[src/hw/flash_scramble_pkg.sv]
/* Shared constants and types of the flash scramble engine.
   Every RTL file imports this package by wildcard inside its body. */
`default_nettype none

package flash_scramble_pkg;

  //////////////////////////////////////////////////
  // Sizes
  //////////////////////////////////////////////////

  localparam int NumBanks     = 2;
  localparam int ArbIdxW      = $clog2(NumBanks);
  localparam int DataWidth    = 16;
  localparam int BankAddrW    = 10;
  localparam int KeySize      = 32;
  // Address key bits that fill the multiplier operand above the bank address
  localparam int AddrPadWidth = 6;

  //////////////////////////////////////////////////
  // GF(2^16) multiplier
  //////////////////////////////////////////////////

  localparam int GfMultCycles     = 4;
  localparam int GfStagesPerCycle = DataWidth / GfMultCycles;
  localparam int GfCntW           = $clog2(GfMultCycles);
  // x^16 + x^12 + x^3 + x + 1 with the leading term dropped
  localparam logic [DataWidth-1:0] ScrambleIPoly = 16'h100B;

  //////////////////////////////////////////////////
  // SPN cipher
  //////////////////////////////////////////////////

  localparam int NumRounds = 4;
  // Each round key comes from the data key rotated left by this many bits per round
  localparam int KeyRotate = 8;
  // PRESENT S-box, entry n sits at bits [4n +: 4]
  localparam logic [15:0][3:0] SBOX     = 64'h21748FE3DA09B65C;
  localparam logic [15:0][3:0] SBOX_INV = 64'hA970364BD21C8FE5;

  //////////////////////////////////////////////////
  // Configuration register map
  //////////////////////////////////////////////////

  localparam int CfgAddrW = 4;
  localparam logic [CfgAddrW-1:0] CfgAddrKeyLo     = 4'd0;
  localparam logic [CfgAddrW-1:0] CfgAddrKeyHi     = 4'd1;
  localparam logic [CfgAddrW-1:0] CfgDataKeyLo     = 4'd2;
  localparam logic [CfgAddrW-1:0] CfgDataKeyHi     = 4'd3;
  localparam logic [CfgAddrW-1:0] CfgRandAddrKeyLo = 4'd4;
  localparam logic [CfgAddrW-1:0] CfgRandAddrKeyHi = 4'd5;
  localparam logic [CfgAddrW-1:0] CfgRandDataKeyLo = 4'd6;
  localparam logic [CfgAddrW-1:0] CfgRandDataKeyHi = 4'd7;
  localparam logic [CfgAddrW-1:0] CfgDisable       = 4'd8;

  // Operation requested by a bank
  typedef enum logic {
    ScrambleOp   = 1'b0,
    DeScrambleOp = 1'b1
  } cipher_op_e;

  // Per-bank operation payload is {op_type, plain_data, scrambled_data}
  localparam int OpDataWidth = 2 * DataWidth + $bits(cipher_op_e);

endpackage

`default_nettype wire

[src/hw/scramble_key_regs.sv]
/* Key and disable registers beside the scramble engine.
   A single-cycle configuration strobe writes one 16-bit key half or the disable bit. */
`default_nettype none

module scramble_key_regs (
  input  logic                                     clk_i,
  input  logic                                     rst_ni,
  input  logic                                     cfg_we_i,
  input  logic [flash_scramble_pkg::CfgAddrW-1:0]  cfg_addr_i,
  input  logic [flash_scramble_pkg::DataWidth-1:0] cfg_wdata_i,
  output logic [flash_scramble_pkg::KeySize-1:0]   addr_key_o,
  output logic [flash_scramble_pkg::KeySize-1:0]   data_key_o,
  output logic [flash_scramble_pkg::KeySize-1:0]   rand_addr_key_o,
  output logic [flash_scramble_pkg::KeySize-1:0]   rand_data_key_o,
  output logic                                     disable_o
);
  import flash_scramble_pkg::*;

  // The outputs are the registers themselves, so a write shows up in the
  // cycle right after the strobe
  // Unmapped addresses fall through to the default branch and change nothing
  always_ff @(posedge clk_i or negedge rst_ni) begin
    if (!rst_ni) begin
      addr_key_o      <= '0;
      data_key_o      <= '0;
      rand_addr_key_o <= '0;
      rand_data_key_o <= '0;
      disable_o       <= 1'b0;
    end else if (cfg_we_i) begin
      case (cfg_addr_i)
        CfgAddrKeyLo:     addr_key_o[0 +: DataWidth]              <= cfg_wdata_i;
        CfgAddrKeyHi:     addr_key_o[DataWidth +: DataWidth]      <= cfg_wdata_i;
        CfgDataKeyLo:     data_key_o[0 +: DataWidth]              <= cfg_wdata_i;
        CfgDataKeyHi:     data_key_o[DataWidth +: DataWidth]      <= cfg_wdata_i;
        CfgRandAddrKeyLo: rand_addr_key_o[0 +: DataWidth]         <= cfg_wdata_i;
        CfgRandAddrKeyHi: rand_addr_key_o[DataWidth +: DataWidth] <= cfg_wdata_i;
        CfgRandDataKeyLo: rand_data_key_o[0 +: DataWidth]         <= cfg_wdata_i;
        CfgRandDataKeyHi: rand_data_key_o[DataWidth +: DataWidth] <= cfg_wdata_i;
        // Only bit 0 of the write data carries the disable flag
        CfgDisable:       disable_o                               <= cfg_wdata_i[0];
        default: begin
        end
      endcase
    end
  end

endmodule

`default_nettype wire

[config.mk]
export PLATFORM = sky130hd
export DESIGN_NAME = scramble_key_regs
export DESIGN_NICKNAME = d
export VERILOG_FILES = /design/src/hw/flash_scramble_pkg.sv /design/src/hw/scramble_key_regs.sv
export SDC_FILE = /design/constraint.sdc
export NUM_CORES = 1
export LEC_CHECK = 0
export ABC_AREA = 1
export ABC_CLOCK_PERIOD_IN_PS = 2400
export BUFFER_PORTS_ARGS = -buffer_cell sky130_fd_sc_hd__buf_2
export CORE_MARGIN = 2
export CORE_UTILIZATION = 40
export CTS_CLUSTER_DIAMETER = 80
export CTS_CLUSTER_SIZE = 12
export DETAILED_ROUTE_END_ITERATION = 10
export PLACE_DENSITY_LB_ADDON = 0.08
export SLEW_MARGIN = 20
export SYNTH_ARGS = -nofsm -noshare
export SYNTH_HDL_FRONTEND = slang
export SYNTH_SLANG_ARGS = --single-unit
[constraint.sdc]
create_clock -name clk_i -period 2.4 [get_ports clk_i]
set_clock_uncertainty 0.15 [all_clocks]
set_input_delay 0.24 -clock clk_i [delete_from_list [all_inputs] [get_ports clk_i]]
set_output_delay 0.24 -clock clk_i [all_outputs]
set_load 0.1 [all_outputs]
Word-level counts from Yosys, hierarchy flattened
Index checks and enable logic that the tools add are counted.
W data, S select, Z words.
Word-level totals
  RAM bits: 0
  memories: 0
  flip-flop bits (word level): 129
  latch bits: 0
  ROM bits: 0
  output and inout bits: 129
  logic and storage cells: 27
  input bits: 23
Cells by class
  order comparisons: 0
  shift operators: 0
  multipliers: 0
  eq/ne operators: 8
  multiplexer cells: 0
  reduce and logical (&&, ||, !) cells: 10
  divide/modulo/power cells: 0
  bitwise logic cells: 0
  add/subtract/negate cells: 0
Operators with widths (number)
  $reduce_and A2 Y1: 9
  $eq A4 B3 Y1 const B: 4
  $eq A4 B2 Y1 const B: 2
  $eq A4 B1 Y1 const B: 1
  $eq A4 B4 Y1 const B: 1
  $logic_not A4 Y1: 1

Depth between registers and ports, before layout
  depth in word-level cells: 2
  mapped depth: 7

Worst setup path before layout
OpenSTA, ideal clock, no wires.
  kind: flip-flop to flip-flop
  start point: register, netlist name rand_addr_key_o[16]
  end point: register rand_addr_key_o[16] in the netlist's numbering
  arrival time: 1189 ps
  stages on the path, launching flop included: 4
  setup slack: 996 ps
  period minus slack after synthesis: 1404 ps
  path buffers: 0
  data required time: 2185 ps
  library setup time: 65 ps
  path through: dfrtp_1 inv_1 o21bai_1 nand2_1
RTL lines
  to (signal, indexed assignment): RTL line scramble_key_regs.sv:35  | CfgRandAddrKeyLo: rand_addr_key_o[0 +: DataWidth] <= cfg_wdata_i;
  to (signal, indexed assignment): RTL line scramble_key_regs.sv:36  | CfgRandAddrKeyHi: rand_addr_key_o[DataWidth +: DataWidth] <= cfg_wdata_i;
  to (decl): RTL line scramble_key_regs.sv:13  | output logic [flash_scramble_pkg::KeySize-1:0] rand_addr_key_o,

Worst setup path after layout
  start point: input port cfg_addr_i[3] in the netlist's numbering
  end point: register rand_addr_key_o[28] in the netlist's numbering
On the way
  longest elaborated chain between the ends: 2
RTL lines
  from (decl): RTL line scramble_key_regs.sv:9  | input logic [flash_scramble_pkg::CfgAddrW-1:0] cfg_addr_i,
  $eq A4 B3 Y1: RTL line scramble_key_regs.sv:30  | case (cfg_addr_i)
  $reduce_and A2 Y1 (no source line)
No other way between the ends.
A chain may end at the register's enable or synchronous reset.

==> impl_metrics.tcl <==
set metrics [dict create \
    power_mw 10.4 \
    power_density_nw_per_um2 1480 \
    cts.sinks 129 \
    crit_family "simple AND/OR/NAND/NOR gates" \
    synth_top_cell_by_area "dfrtp_1" \
    outcome "complete, no violations" \
    core_area_um2 13800 \
    p_comb_share_pct 45.3 \
    cts_buffer_depth 2 \
    hold_path_class "input port to flop" \
    drv_slew 0 \
    startpoint_type "input port" \
    grt_usage_pct 22.8 \
    via_per_inst 5.04 \
    area_growth_pct 25.4 \
    hpwl_um 10900 \
    n_fill_cell 1325 \
    die_h_um 123 \
    grt_max_degree 71 \
    holdWs_ns 0.0133 \
    p_seq_share_pct 27.9 \
    cts-root-buf "clkbuf_16" \
    port_buffers 151 \
    crit_path_end_kind "flop" \
    drt-pass1-iter-count 5 \
    tightest_slew_ns 0.529 \
    synth_seq_cells 129 \
    routed_wl_um 16600 \
    clk_pin_slew_ns 0.06 \
    vias 4778 \
    synthDistinctLibCells 17 \
    layout.nets 778 \
    htreeDepth 4 \
    syn_area_per_cell_um2 8.98 \
    p_sw_share_pct 51.5 \
    ys.flop_type "dfrtp_1" \
    final_hold_viol_count 0 \
    cts-buffers-inserted 17 \
    setup_viol 0 \
    finalCritPeriodShare_pct 81.3 \
    setup_slack_ns 0.450 \
    grt_pass1_vias 4521 \
    async_reset_ff_share_pct 100 \
    fin_setup_tns_ns 0 \
    cp.arrival_ns 2.14 \
    pre_cts_ws_ns 0.588 \
    cp_common_cell "nand2_1" \
    maxCapViolations 0 \
    synth.most_common_cell "nand2_1" \
    crit_buf_inv 3 \
    cp_data_required_time_ns 2.59 \
    place_congestion 0.789 \
    p_int_mw 5.05 \
    reg2reg_setup_slack_ns 1.49 \
    pwr-share-clk_pct 26.8 \
    synth.area.top_cells "dfrtp_1 (57%), nand2_1 (19%), nand4_1 (7.2%), o21bai_1 (4.3%), buf_2 (2.5%)" \
    power_leakage_nw 3.88 \
    grt_pass1_wl_um 25800 \
    drive_gt1_share_pct 27.2 \
    yosys_warnings 0 \
    critical_path_class "input port to flop" \
    cts_tree "yes" \
    cp_max_fo 36 \
    wire_per_inst_um 17.5 \
    synthCells 627 \
    ff2ff_path_depth 3 \
    hold_path_depth 3 \
    rows 43 \
    r2r_start "rand_data_key_o[3]$_DFFE_PN0P_" \
    start_util_pct 40.7 \
    power_switching_mw 5.37 \
    drtIter0Drc 483 \
    fp.dieW_um 123 \
    postCtsSetupRepairBufs 0 \
    syn_area_um2 5630 \
    drc 0 \
    holdPathEnd "rand_addr_key_o[15]$_DFFE_PN0P_" \
    synth_edf_count 0 \
    fin_util_pct 51.1 \
    detail-route-antenna-nets 0 \
    overflow 0 \
    synth_top_area_share_pct 57.3 \
    io_pins 152 \
    max_freq_ghz 0.513 \
    yosysSeqAreaShare_pct 57.3 \
    critPathSlowestCell "dlygate4sd3_1" \
    max_slew_margin_pct 64.7 \
    max_stage_delay_ns 0.54 \
    ir_worst_vdd_mv 0.610 \
    min_from "cfg_wdata_i[15]" \
    rsz0062_at_grt "false" \
    netlist_top_cells_count "nand2_1 (291), dfrtp_1 (129), nand4_1 (65), inv_1 (37), o21bai_1 (32)" \
    fin_crit_ns 1.95 \
    syn_nets 650 \
    timing.rr.end "rand_data_key_o[3]$_DFFE_PN0P_" \
    die_area_um2 15000 \
    n_antenna_cell 0 \
    crit_chain "dlygate4sd3_1, buf_2, inv_1, nand3_4, nor2_4, nand2_1, nand2_1" \
    antenna_found_initial 0 \
    worstSkewPairLatency_ns 0.40 \
]
metal layers:
layer,vias to the layer above,GRT usage [%],routed length (µm)
li1,2256,-,-
met4,0,5.53,136
met5,-,0,0
met1,2338,33.0,7630
met2,176,34.5,7600
met3,8,5.39,1190
layout by cell type, fill, tap and decap left out, drive strengths merged:
| cell type | count |
|---|---|
| bufinv | 4 |
| nand3 | 8 |
| clkinv | 3 |
| clkinvlp | 3 |
| nand4 | 65 |
| buf | 158 |
| dfrtp | 129 |
| dlygate4sd3 | 2 |
| nand2 | 293 |
| clkbuf | 20 |
| inv | 41 |
| nor2 | 10 |
| o21bai | 32 |
stage by stage:
step / std cells / cell area (µm²)
finish: 948 / 7060
global route: 948 / 7060
CTS: 948 / 7060
detailed placement: 914 / 6400
global placement: 914 / 6400
floorplan: 627 / 5630
layout make-up:
type	count	area (µm²)	area share, %
sequential	129	3230	45.7
multi-input combinational	408	1960	27.7
timing repair buffer	160	860	12.2
clock buffer	20	467	6.61
tap	180	225	3.19
clock inverter	12	179	2.53
inverter	39	146	2.07
registers in the layout, summed over array words and instances (netlist names):
| name | cells |
|---|---|
| disable_o | 1 |
| addr_key_o | 32 |
| data_key_o | 32 |
| rand_data_key_o | 32 |
| rand_addr_key_o | 32 |
how the worst max path moves through the flow:
stage	startpoint	endpoint	slack, ns	depth (start not counted)
floorplan	rand_addr_key_o[16]$_DFFE_PN0P_	rand_addr_key_o[16]$_DFFE_PN0P_	1.0	3
global placement	cfg_addr_i[3]	rand_addr_key_o[11]$_DFFE_PN0P_	0.64	6
detailed placement	cfg_addr_i[3]	rand_data_key_o[20]$_DFFE_PN0P_	0.59	6
CTS	cfg_addr_i[3]	rand_data_key_o[20]$_DFFE_PN0P_	0.47	7
global route	cfg_addr_i[3]	rand_data_key_o[27]$_DFFE_PN0P_	0.28	7
finish	cfg_addr_i[3]	rand_addr_key_o[28]$_DFFE_PN0P_	0.45	7
power by group through the flow:
stage                     registers, mW  logic, mW  clock network [mW]
after floorplan                    6.31      0.559                   0
after global placement             2.93       4.71                   0
after detailed placement           2.94       4.73                   0
after CTS                          2.91       4.74                2.83
after global routing               2.96       4.89                2.94
final                              2.91       4.71                2.79
worst reg2reg max path, delay by kind of cell, from the launching register on:
family / cells / cell delay [ns]
AOI/OAI and AO/OA: 1 / 0.10
and+or+nand+nor: 1 / 0.08
DFF: 1 / 0.40
buffers and inverters: 1 / 0.06
logic make-up (layout without fill, tap and decap cells):
kind of cell	Yosys count	in the layout	share of synthesized area, %
buffers and inverters	90	231	7.95
flip-flops	129	129	57.3
AO/OA/AOI/OAI	32	32	4.26
AND/OR/NAND/NOR	376	376	30.5
timing repair:
action                                  CTS  global route
hold buffers                              2             0
endpoints found under the hold margin    99             0
resized for setup                         0             0
endpoints found under the setup margin    0             0
Power figures use the tool's default switching activity.
